===== config.mk =====
export PLATFORM = sky130hd
export DESIGN_NAME = tenyrCore
export DESIGN_NICKNAME = d
export VERILOG_FILES = /design/src/cpuPkg.sv /design/src/decodeIf.sv /design/src/aluExec.sv /design/src/coreSequencer.sv /design/src/insnDecode.sv /design/src/regFile.sv /design/src/resultCommit.sv /design/src/tenyrCore.sv
export SDC_FILE = /design/constraint.sdc
export NUM_CORES = 2
export LEC_CHECK = 0
export ABC_CLOCK_PERIOD_IN_PS = 28200
export BUFFER_PORTS_ARGS = -buffer_cell sky130_fd_sc_hd__buf_2
export CORE_MARGIN = 1
export CORE_UTILIZATION = 45
export DETAILED_ROUTE_END_ITERATION = 16
export PLACE_DENSITY_LB_ADDON = 0.25
export SLEW_MARGIN = 5
export SYNTH_ARGS = -nofsm -noshare
export SYNTH_HDL_FRONTEND = slang
export SYNTH_SLANG_ARGS = --single-unit

===== constraint.sdc =====
create_clock -name clk -period 28.2 [get_ports clk]
set_input_delay 1.41 -clock clk [delete_from_list [all_inputs] [get_ports clk]]
set_output_delay 1.41 -clock clk [all_outputs]
set_load 0.01 [all_outputs]

===== src/cpuPkg.sv =====
`default_nettype none

package cpuPkg;

    localparam int DATA_W    = 32;                  // Data and address width
    localparam int REG_IDX_W = 4;
    localparam int IMM_W     = 12;                  // Raw immediate field

    typedef logic [REG_IDX_W-1:0] regIdx_t;
    typedef logic [DATA_W-1:0]    word_t;

    // Encoding matches the op field of the instruction word
    typedef enum logic [3:0] {
        ALU_OR     = 4'd0,
        ALU_AND    = 4'd1,
        ALU_ADD    = 4'd2,
        ALU_MUL    = 4'd3,
        ALU_RSVD4  = 4'd4,                          // Reserved
        ALU_SHL    = 4'd5,
        ALU_LT     = 4'd6,                          // Signed
        ALU_EQ     = 4'd7,
        ALU_GT     = 4'd8,                          // Signed
        ALU_ANDN   = 4'd9,
        ALU_XOR    = 4'd10,
        ALU_SUB    = 4'd11,
        ALU_XNOR   = 4'd12,
        ALU_SHR    = 4'd13,                         // Logical
        ALU_NE     = 4'd14,
        ALU_RSVD15 = 4'd15                          // Reserved
    } aluOp_t;

    localparam regIdx_t REG_ZERO = 4'd0;            // Always reads zero
    localparam regIdx_t REG_PC   = 4'd15;           // Reads program counter plus one

    localparam word_t DEFAULT_RESET_VECTOR = 32'h0000_0100;

endpackage

`default_nettype wire


===== src/decodeIf.sv =====
`default_nettype none
`timescale 1ns/10ps

interface decodeIf;

    cpuPkg::regIdx_t idxZ;                          // Destination
    cpuPkg::regIdx_t idxX;                          // Left operand
    cpuPkg::regIdx_t idxY;
    cpuPkg::aluOp_t  op;
    cpuPkg::word_t   imm;                           // Already sign-extended

    logic immRight;                                 // Immediate on the right
    logic storing;
    logic derefRhs;                                 // Result is a memory address
    logic branch;
    logic illegal;

    modport producer (
        output idxZ, idxX, idxY,
        output op,
        output imm,
        output immRight, storing, derefRhs,
        output branch, illegal
    );

    modport consumer (
        input idxZ, idxX, idxY,
        input op,
        input imm,
        input immRight, storing, derefRhs,
        input branch, illegal
    );

endinterface

`default_nettype wire


===== src/aluExec.sv =====
`default_nettype none
`timescale 1ns/10ps

module aluExec (
    input  wire                  clk,
    input  wire                  en,
    input  wire cpuPkg::aluOp_t  op,
    input  wire cpuPkg::word_t   left,
    input  wire cpuPkg::word_t   right,
    input  wire cpuPkg::word_t   addend,
    output cpuPkg::word_t        result
);

    localparam int W = cpuPkg::DATA_W;

    cpuPkg::word_t opResult;
    logic          lessThan;
    logic          greaterThan;

    assign lessThan    = $signed(left) < $signed(right);
    assign greaterThan = $signed(left) > $signed(right);

    always_comb begin
        case (op)
            cpuPkg::ALU_OR:   opResult = left | right;
            cpuPkg::ALU_AND:  opResult = left & right;
            cpuPkg::ALU_ADD:  opResult = left + right;
            cpuPkg::ALU_MUL:  opResult = left * right;  // Low word only
            cpuPkg::ALU_SHL:  opResult = left << right;
            cpuPkg::ALU_LT:   opResult = {W{lessThan}};
            cpuPkg::ALU_EQ:   opResult = {W{left == right}};
            cpuPkg::ALU_GT:   opResult = {W{greaterThan}};
            cpuPkg::ALU_ANDN: opResult = left & ~right;
            cpuPkg::ALU_XOR:  opResult = left ^ right;
            cpuPkg::ALU_SUB:  opResult = left - right;
            cpuPkg::ALU_XNOR: opResult = left ^~ right;
            cpuPkg::ALU_SHR:  opResult = left >> right; // Zero fill
            cpuPkg::ALU_NE:   opResult = {W{left != right}};
            default:          opResult = '0;            // Addend passes alone on reserved codes
        endcase
    end

    // Captured at the end of phase A
    always_ff @(posedge clk) begin
        if (en) begin
            result <= opResult + addend;
        end
    end

endmodule

`default_nettype wire


===== src/coreSequencer.sv =====
`default_nettype none
`timescale 1ns/10ps

module coreSequencer #(
    parameter cpuPkg::word_t RESET_VECTOR = cpuPkg::DEFAULT_RESET_VECTOR
) (
    input  wire                 clk,
    input  wire                 reset_n,
    input  wire                 en,
    input  wire                 illegal,
    input  wire                 branch,
    input  wire cpuPkg::word_t  target,
    output cpuPkg::word_t       pc,
    output logic                execEn,
    output logic                commit,
    output logic                halt
);

    logic [1:0] phase;                              // Bit 0 is A, bit 1 is B
    logic [1:0] phaseLive;                          // Enable shadow for phase
    logic [1:0] activePhase;

    assign activePhase = phase & phaseLive;

    assign execEn = en && activePhase[0];
    // Halt set in phase A cancels the following phase B
    assign commit = en && activePhase[1] && !halt;

    always_ff @(posedge clk) begin
        if (!reset_n) begin
            pc        <= RESET_VECTOR;
            halt      <= 1'b0;
            phase     <= 2'b10;
            phaseLive <= 2'b00;                     // One idle cycle before phase A
        end else if (en) begin
            phase     <= {phase[0], phase[1]};
            phaseLive <= {phaseLive[0], phase[1] & ~halt};

            if (execEn) begin
                halt <= halt | illegal;             // Sticky until reset
            end

            if (commit) begin
                pc <= branch ? target : pc + 1'b1;
            end
        end
    end

endmodule

`default_nettype wire


===== src/insnDecode.sv =====
`default_nettype none
`timescale 1ns/10ps

module insnDecode (
    input wire cpuPkg::word_t insn,
    decodeIf.producer         dec
);

    localparam int EXT_W = cpuPkg::DATA_W - cpuPkg::IMM_W;

    logic                      storeBit;
    cpuPkg::regIdx_t           zField;
    logic [cpuPkg::IMM_W-1:0]  immField;

    assign storeBit = insn[29];
    assign zField   = insn[27:24];
    assign immField = insn[cpuPkg::IMM_W-1:0];

    assign dec.immRight = insn[30];
    assign dec.storing  = storeBit;
    assign dec.derefRhs = insn[28];
    assign dec.idxZ     = zField;
    assign dec.idxX     = insn[23:20];
    assign dec.idxY     = insn[19:16];
    assign dec.op       = cpuPkg::aluOp_t'(insn[15:12]);

    // Top bit of the field replicated upward
    assign dec.imm = {{EXT_W{immField[cpuPkg::IMM_W-1]}}, immField};

    assign dec.illegal = &insn;                     // All-ones word
    assign dec.branch  = (zField == cpuPkg::REG_PC) && !storeBit;

endmodule

`default_nettype wire


===== src/regFile.sv =====
`default_nettype none
`timescale 1ns/10ps

module regFile (
    input  wire                   clk,
    input  wire                   writeEn,
    input  wire cpuPkg::regIdx_t  idxZ,
    input  wire cpuPkg::regIdx_t  idxX,
    input  wire cpuPkg::regIdx_t  idxY,
    input  wire cpuPkg::word_t    writeData,
    input  wire cpuPkg::word_t    pc,
    output cpuPkg::word_t         valueZ,
    output cpuPkg::word_t         valueX,
    output cpuPkg::word_t         valueY
);

    cpuPkg::word_t store [1:14];                    // Only the storage indices

    logic zIsStorage;

    // Shared by all three read ports
    function automatic cpuPkg::word_t readPort(input cpuPkg::regIdx_t idx);
        if (idx == cpuPkg::REG_ZERO)
            return '0;
        else if (idx == cpuPkg::REG_PC)
            return pc + 1'b1;
        else
            return store[idx];
    endfunction

    always_comb begin
        valueZ = readPort(idxZ);
        valueX = readPort(idxX);
        valueY = readPort(idxY);
    end

    assign zIsStorage = (idxZ != cpuPkg::REG_ZERO) && (idxZ != cpuPkg::REG_PC);

    always_ff @(posedge clk) begin
        if (writeEn && zIsStorage) begin
            store[idxZ] <= writeData;               // Writes to 0 and 15 vanish
        end
    end

endmodule

`default_nettype wire


===== src/resultCommit.sv =====
`default_nettype none
`timescale 1ns/10ps

module resultCommit (
    decodeIf.consumer           dec,
    input  wire                 commit,
    input  wire cpuPkg::word_t  aluResult,
    input  wire cpuPkg::word_t  valueZ,
    input  wire cpuPkg::word_t  dReadData,
    output cpuPkg::word_t       dAddr,
    output cpuPkg::word_t       dWriteData,
    output cpuPkg::word_t       regWriteData,
    output logic                regWriteEn,
    output logic                dataWe
);

    // Address comes from the ALU when dereferencing, else from Z
    assign dAddr = dec.derefRhs ? aluResult : valueZ;

    // Store data is whichever side is not the address
    assign dWriteData = dec.derefRhs ? valueZ : aluResult;

    // Load brings memory in, otherwise the ALU value
    assign regWriteData = dec.derefRhs ? dReadData : aluResult;  // Also branch target

    assign dataWe     = commit && dec.storing;
    assign regWriteEn = commit && !dec.storing;

endmodule

`default_nettype wire


===== src/tenyrCore.sv =====
`default_nettype none
`timescale 1ns/10ps

module tenyrCore #(
    parameter cpuPkg::word_t RESET_VECTOR = cpuPkg::DEFAULT_RESET_VECTOR
) (
    input  wire                 clk,
    input  wire                 reset_n,
    input  wire                 en,
    input  wire cpuPkg::word_t  iData,
    input  wire cpuPkg::word_t  dReadData,
    output cpuPkg::word_t       iAddr,
    output cpuPkg::word_t       dAddr,
    output cpuPkg::word_t       dWriteData,
    output logic                dataWe,
    output logic                halt
);

    decodeIf decBus ();

    cpuPkg::word_t valueZ;
    cpuPkg::word_t valueX;
    cpuPkg::word_t valueY;
    cpuPkg::word_t right;
    cpuPkg::word_t addend;
    cpuPkg::word_t aluResult;
    cpuPkg::word_t regWriteData;
    logic          regWriteEn;
    logic          execEn;
    logic          commit;

    // Instruction read straight from the memory output
    insnDecode insnDecode_inst (
        .insn (iData),
        .dec  (decBus.producer)
    );

    regFile regFile_inst (
        .clk       (clk),
        .writeEn   (regWriteEn),
        .idxZ      (decBus.idxZ),
        .idxX      (decBus.idxX),
        .idxY      (decBus.idxY),
        .writeData (regWriteData),
        .pc        (iAddr),
        .valueZ    (valueZ),
        .valueX    (valueX),
        .valueY    (valueY)
    );

    // Immediate and Y trade places
    assign right  = decBus.immRight ? decBus.imm : valueY;
    assign addend = decBus.immRight ? valueY     : decBus.imm;

    aluExec aluExec_inst (
        .clk    (clk),
        .en     (execEn),
        .op     (decBus.op),
        .left   (valueX),
        .right  (right),
        .addend (addend),
        .result (aluResult)
    );

    resultCommit resultCommit_inst (
        .dec          (decBus.consumer),
        .commit       (commit),
        .aluResult    (aluResult),
        .valueZ       (valueZ),
        .dReadData    (dReadData),
        .dAddr        (dAddr),
        .dWriteData   (dWriteData),
        .regWriteData (regWriteData),
        .regWriteEn   (regWriteEn),
        .dataWe       (dataWe)
    );

    coreSequencer #(
        .RESET_VECTOR (RESET_VECTOR)
    ) coreSequencer_inst (
        .clk     (clk),
        .reset_n (reset_n),
        .en      (en),
        .illegal (decBus.illegal),
        .branch  (decBus.branch),
        .target  (regWriteData),                    // Jump takes the written value
        .pc      (iAddr),
        .execEn  (execEn),
        .commit  (commit),
        .halt    (halt)
    );

endmodule

`default_nettype wire

**Yosys cells after proc, flatten, opt, wreduce, memory -nomap -nowiden**

Memory sizes are Yosys's and may differ from the RTL's.
Cells that the tools add are included.

- Shift operators: 2
- $mul: 1
- Add/sub/neg operators: 4
- Order comparisons: 2
- Bitwise logic cells: 10
- Multiplexer cells: 15
- Reductions and logical operators: 18
- Equality and inequality tests: 19

Operators with widths:

| operator | number |
|---|---|
| 32-bit case mux with 14 select lines | 1 |
| 32-bit two-way mux | 12 |
| 32-bit adder | 2 |
| 32-bit AND | 2 |
| 4-bit == test (second input constant) | 10 |
| 32-bit by 1-bit adder with 32-bit output (second input constant) | 1 |
| 32-bit == test | 1 |
| 32-bit greater-than comparator | 1 |
| 32-bit < comparator | 1 |
| 32-bit by 32-bit multiplier with 32-bit output | 1 |
| 32-bit inequality test | 1 |
| 32-bit NOT | 1 |
| 32-bit OR | 1 |
| 32-bit AND reduction | 1 |
| 32-bit by 32-bit << shifter with 32-bit output | 1 |
| 32-bit by 32-bit right shift with 32-bit output | 1 |
| 32-bit subtractor | 1 |
| 32-bit XNOR | 1 |
| 32-bit XOR | 1 |
| 4-bit zero test | 4 |
| 4-bit by 3-bit == test with 1-bit output (second input constant) | 3 |
| 4-bit by 2-bit == test with 1-bit output (second input constant) | 2 |
| 1-bit logical AND | 8 |
| 4-bit by 1-bit == test with 1-bit output (second input constant) | 1 |
| 9 further kinds | 12 |

- Memories kept: 1
- Output and inout bits: 98
- Register bits after elaboration: 69
- Input port bits: 67
- Word-level logic and storage cells: 77
- RAM bits: 448

Memories:

| name | depth | width | read ports | clocked after memory_dff | wr ports | line | source |
|---|---|---|---|---|---|---|---|
| regFile_inst.store | 14 | 32 | 3 | 0 | 1 | regFile.sv:17 | `cpuPkg::word_t store [1:14];` |

**Longest topological paths before layout**

- Word-level depth: 8
- Depth in mapped cells: 52

**Cells and area by module**

A second synthesis with hierarchy kept.

- Cells, all modules: 5927
- Area total of the unflattened synthesis: 57981.9 sq um

Modules (own cells, without submodules):

| module | instances | cells each | sequential area each (sq um) | area an instance (sq um) |
|---|---|---|---|---|
| regFile | 1 | 1982 | 13452.9 | 26480.4 |
| aluExec | 1 | 3406 | 960.9 | 26305.2 |
| coreSequencer | 1 | 296 | 740.7 | 2288.4 |
| resultCommit | 1 | 109 | 0.0 | 1375.1 |
| tenyrCore | 1 | 71 | 0.0 | 1077.3 |
| insnDecode | 1 | 63 | 0.0 | 455.4 |

**Least setup slack after synthesis**

Ideal clock, no wire load.

- Path kind: in2reg
- Start point: input iData[16]
- End point: register aluExec_inst.result[31] (data pin)
- Data arrival time: 12624 ps
- Setup time: 268 ps
- Slack: 15308 ps
- Cell stages on the path: 47
- Data required time: 27932 ps
- Path through: buf_2 -> buf_4 -> buf_2 -> buf_2 -> mux2i_1 -> o211ai_1 -> o211ai_1 -> o221a_2 -> o31ai_1 -> clkbuf_1 -> clkbuf_1 -> buf_2 -> buf_1 -> buf_1 -> buf_1 -> nand2_1 -> fa_1 -> inv_1 -> [11 not listed] -> ha_1 -> or3_1 -> o21ai_0 -> xnor2_1 -> nor2_1 -> a311oi_1 -> o21ai_0 -> a21oi_1 -> o211ai_1 -> ha_1 -> or3_1 -> nor4_1 -> o31ai_1 -> o41ai_1 -> nor4_1 -> o31ai_1 -> nand2b_1 -> xnor3_1

- Longest elaborated chain between the ends: 8

Ends and longest elaborated chain:

| item | line | source |
|---|---|---|
| from (decl) | tenyrCore.sv:10 | `input wire cpuPkg::word_t iData,` |
| memory read 14 x 32 bit or 4-bit == test (tied branches) | n/a |  |
| 32-bit two-way mux | regFile.sv:25 | `else if (idx == cpuPkg::REG_PC)` |
| 32-bit two-way mux (*) | regFile.sv:23 | `if (idx == cpuPkg::REG_ZERO)` |
| branches (longest 4 deep; another with 32-bit by 32-bit multiplier with 32-bit output) | n/a |  |
| 32-bit adder (*) | aluExec.sv:46 | `result <= opResult + addend;` |
| to (signal assigned) | aluExec.sv:46 |  |
| to (decl) | aluExec.sv:11 | `output cpuPkg::word_t result` |

Mark *: on every way between the ends.
A chain may end at the register's enable or synchronous reset.

**Final worst setup path**

- Start point: input iData[19]
- End point: register aluExec_inst.result[31] (data pin)

Same word-level chain as after synthesis.

==> insert_results.sql <==
INSERT INTO impl_metrics (metric_group, metric, value, unit) VALUES
('logic_synthesis', 'syn-instance-count', '5957', ''),
('critical_path', 'path_max_fanout', '32', ''),
('clock_network', 'cts.repair.resized', '0', ''),
('routing', 'avg_wl_per_cell', '33.0', 'um'),
('logic_synthesis', 'syn-mean-instance-area', '9.41', 'um2'),
('logic_synthesis', 'synth-edff-count', '480', ''),
('clock_network', 'latest_clock_arrival_within_the_worst_skew_pair', '640', 'ps'),
('sta', 'layout_setup_ws', '13900', 'ps'),
('critical_path', 'worstSetupEndpointType', 'register', ''),
('logic_synthesis', 'yosys-top-cells-area', 'edfxtp_1, fa_1, mux4_2', ''),
('critical_path', 'worst_ep_arrival_time', '14690', 'ps'),
('floorplan', 'die_height', '355', 'um'),
('logic_synthesis', 'synth_cell_type_count', '86', ''),
('critical_path', 'startpoint_type', 'input pin', ''),
('clock_network', 'clock_path_buffers', '3', ''),
('sta', 'worst_slew_margin_rel', '6.15', '%'),
('global_route', 'antenna_found_initial', '15', ''),
('logic_synthesis', 'synth_sequential_area_ratio', '27.0', '%'),
('sta', 'tightestPinTransition', '1400', 'ps'),
('floorplan', 'num_io_pins', '165', ''),
('clock_network', 'htree_levels', '2', ''),
('logic_synthesis', 'synth-async-reset-ratio', '0', '%'),
('placement', 'place_worst_setup_slack', '13570', 'ps'),
('finish', 'final.fill_count', '11700', ''),
('sta', 'clock-skew-final', '23.7', 'ps'),
('sta', 'timing.final.hold_violations', '0', ''),
('clock_network', 'tritoncts.num_buffers', '50', ''),
('global_route', 'via_count_of_the_first_global_routing_pass', '49500', ''),
('sta', 'post-route-min-period', '14300', 'ps'),
('logic_synthesis', 'synth-main-ff-cell', 'edfxtp_1', ''),
('logic_synthesis', 'synthTopCellsByCount', 'nand2_1, inv_1, nor2_1', ''),
('sta', 'period_utilization', '50.7', '%'),
('clock_network', 'cts.clk_slew.worst_paths', '70', 'ps'),
('global_route', 'grt_pass1_wl', '356', 'mm'),
('floorplan', 'start_util', '45.3', '%'),
('routing', 'drcViolationCount', '0', ''),
('finish', 'share_of_post_route_cells_with_drive_strength_above_1', '13.0', '%'),
('sta', 'fmax', '69.9', 'MHz'),
('logic_synthesis', 'netlist.top_cell.by_area', 'edfxtp_1', ''),
('placement', 'post-dp-hpwl', '179', 'mm'),
('critical_path', 'slowest_stage', 'clkinv_1', ''),
('job', 'max-cap-violations', '0', ''),
('placement', 'numPortBuffers', '164', ''),
('clock_network', 'cts.sink_count', '517', ''),
('floorplan', 'floorplan_die_area', '126000', 'um2'),
('routing', 'first_pass_iters', '6', ''),
('logic_synthesis', 'synthesis_stage_register_bit_count', '517', ''),
('finish', 'area_growth_syn_to_layout', '8.13', '%'),
('logic_synthesis', 'post_synth_instance_area', '56100', 'um2'),
('sta', 'setup-violations-final', '0', ''),
('routing', 'via_count_normalized_by_instance_count', '6.68', ''),
('floorplan', 'placementRows', '129', ''),
('routing', 'drt_iter0_drc', '7088', ''),
('routing', 'wirelength', '251', 'mm'),
('floorplan', 'die_x', '355', 'um'),
('logic_synthesis', 'synth.top_cell.area_share', '25.7', '%'),
('global_route', 'global_route.usage.total', '39.3', '%'),
('hold_path', 'hold_path.class', 'reg2reg', ''),
('logic_synthesis', 'net_count_after_synthesis', '6685', ''),
('sta', 'rsz_0062_raised_after_global_routing', 'false', ''),
('logic_synthesis', 'yosysWarningCount', '0', ''),
('sta', 'drv_slew', '0', ''),
('critical_path', 'cell_mode_on_critical_path', 'fa_1', ''),
('run_status', 'outcome', 'finished clean', ''),
('clock_network', 'root_buffer', 'clkbuf_16', ''),
('clock_network', 'cts_hold_buf', '0', ''),
('global_route', 'maximum_number_of_pins_on_one_net_before_global_route_repair', '121', ''),
('routing', 'dr_total_vias', '50800', ''),
('sta', 'timing.setup.tns', '0', 'ps'),
('routing', 'ant_nets', '0', ''),
('clock_network', 'cts_tree', 'yes', ''),
('sta', 'hold-worst-slack', '500', 'ps'),
('finish', 'final_nets', '6650', ''),
('critical_path', 'timing.critical_path.slowest_cell_delay', '1120', 'ps'),
('clock_network', 'cts_setup_buffers', '0', ''),
('floorplan', 'placeableCoreArea', '124000', 'um2'),
('global_route', 'globalRoute.totalOverflow', '0', ''),
('logic_synthesis', 'most_common_cell_in_the_netlist', 'nand2_1', ''),
('critical_path', 'timing.critical_path.required', '28590', 'ps'),
('critical_path', 'critical_path_type', 'in2reg', ''),
('placement', 'place.gp.congestion', '1.07', '');
==> kinds of logic after synthesis <==
family / share of synthesized area [%]
simple gates: 12.9
flops: 27.0
compound gates: 15.8
buf+inv: 7.32
xor+xnor: 2.88
mux: 13.8
fa+ha+maj: 20.3
==> cells in the final DEF (no fill, tap or decap), types with 87 or more instances in the layout <==
cell      netlist  routed
nand2_1       698     696
inv_1         608     603
nor2_1        537     525
edfxtp_1      480     480
fa_1          411     411
o21ai_0       336     331
mux2i_1       297     297
a21oi_1       288     287
ha_1          250     250
mux4_2        182     182
buf_4          22     182
buf_2          56     156
a211oi_1      125     125
xnor2_1       111     110
nand3_1        89      87
==> sequential cells by signal, summed over array words and instances, names as in the netlist <==
| signal | flops |
|---|---|
| regFile_inst.store | 448 |
| aluExec_inst.result | 32 |
| coreSequencer_inst.pc | 32 |
| coreSequencer_inst.phaseLive | 2 |
| coreSequencer_inst.phase | 2 |
| coreSequencer_inst.halt | 1 |
==> cell type report <==
cell class | count | area (um2) | area share [%]
well taps | 1637 | 2050 | 3.38
clock buffers | 59 | 1360 | 2.24
clock inverters | 35 | 385 | 0.636
multi-input cells | 4389 | 37100 | 61.2
diodes | 5 | 12.5 | 0.0206
flip-flops and latches | 517 | 15200 | 25.0
repair buffers | 345 | 2240 | 3.70
inverters | 619 | 2320 | 3.83
==> stage by stage <==
step           cells  instance area (um2)  util (%)
6_report        7606                60600      49.0
3_3_place_gp    7507                58800      47.6
3_5_place_dp    7507                58800      47.6
4_1_cts         7601                60600      49.0
5_1_grt         7603                60600      49.0
2_1_floorplan   5957                56100         -
==> routing by layer <==
metal | track usage, % | vias to the layer above | routed length, um
met3 | 9.14 | 942 | 31000
met5 | 0 | - | 86
met1 | 49.1 | 25100 | 89100
met4 | 29.4 | 12 | 23000
met2 | 59.2 | 3679 | 108000
li1 | - | 21000 | -
==> worst max-delay path: cells and delay by family <==
family	cells	cell delay, ps
AND/OR/NAND/NOR	9	1780
XOR/XNOR	2	660
adder cells (fa/ha/maj)	10	3760
AO/OA/AOI/OAI	12	4170
buffers and inverters	8	2820
==> worst paths after layout <==
path	slack (ps)	cells after the start	start	to
max	13900	41	iData[19]	aluExec_inst.result[31]
min reg2reg	500	2	coreSequencer_inst.phase[1]	coreSequencer_inst.phase[1]
min	500	2	coreSequencer_inst.phase[1]	coreSequencer_inst.phase[1]
max reg2reg	14480	39	coreSequencer_inst.pc[4]	aluExec_inst.result[31]
Power is not shown: default switching activity piles up to over one toggle a cycle in this logic, so the estimate is an artifact.
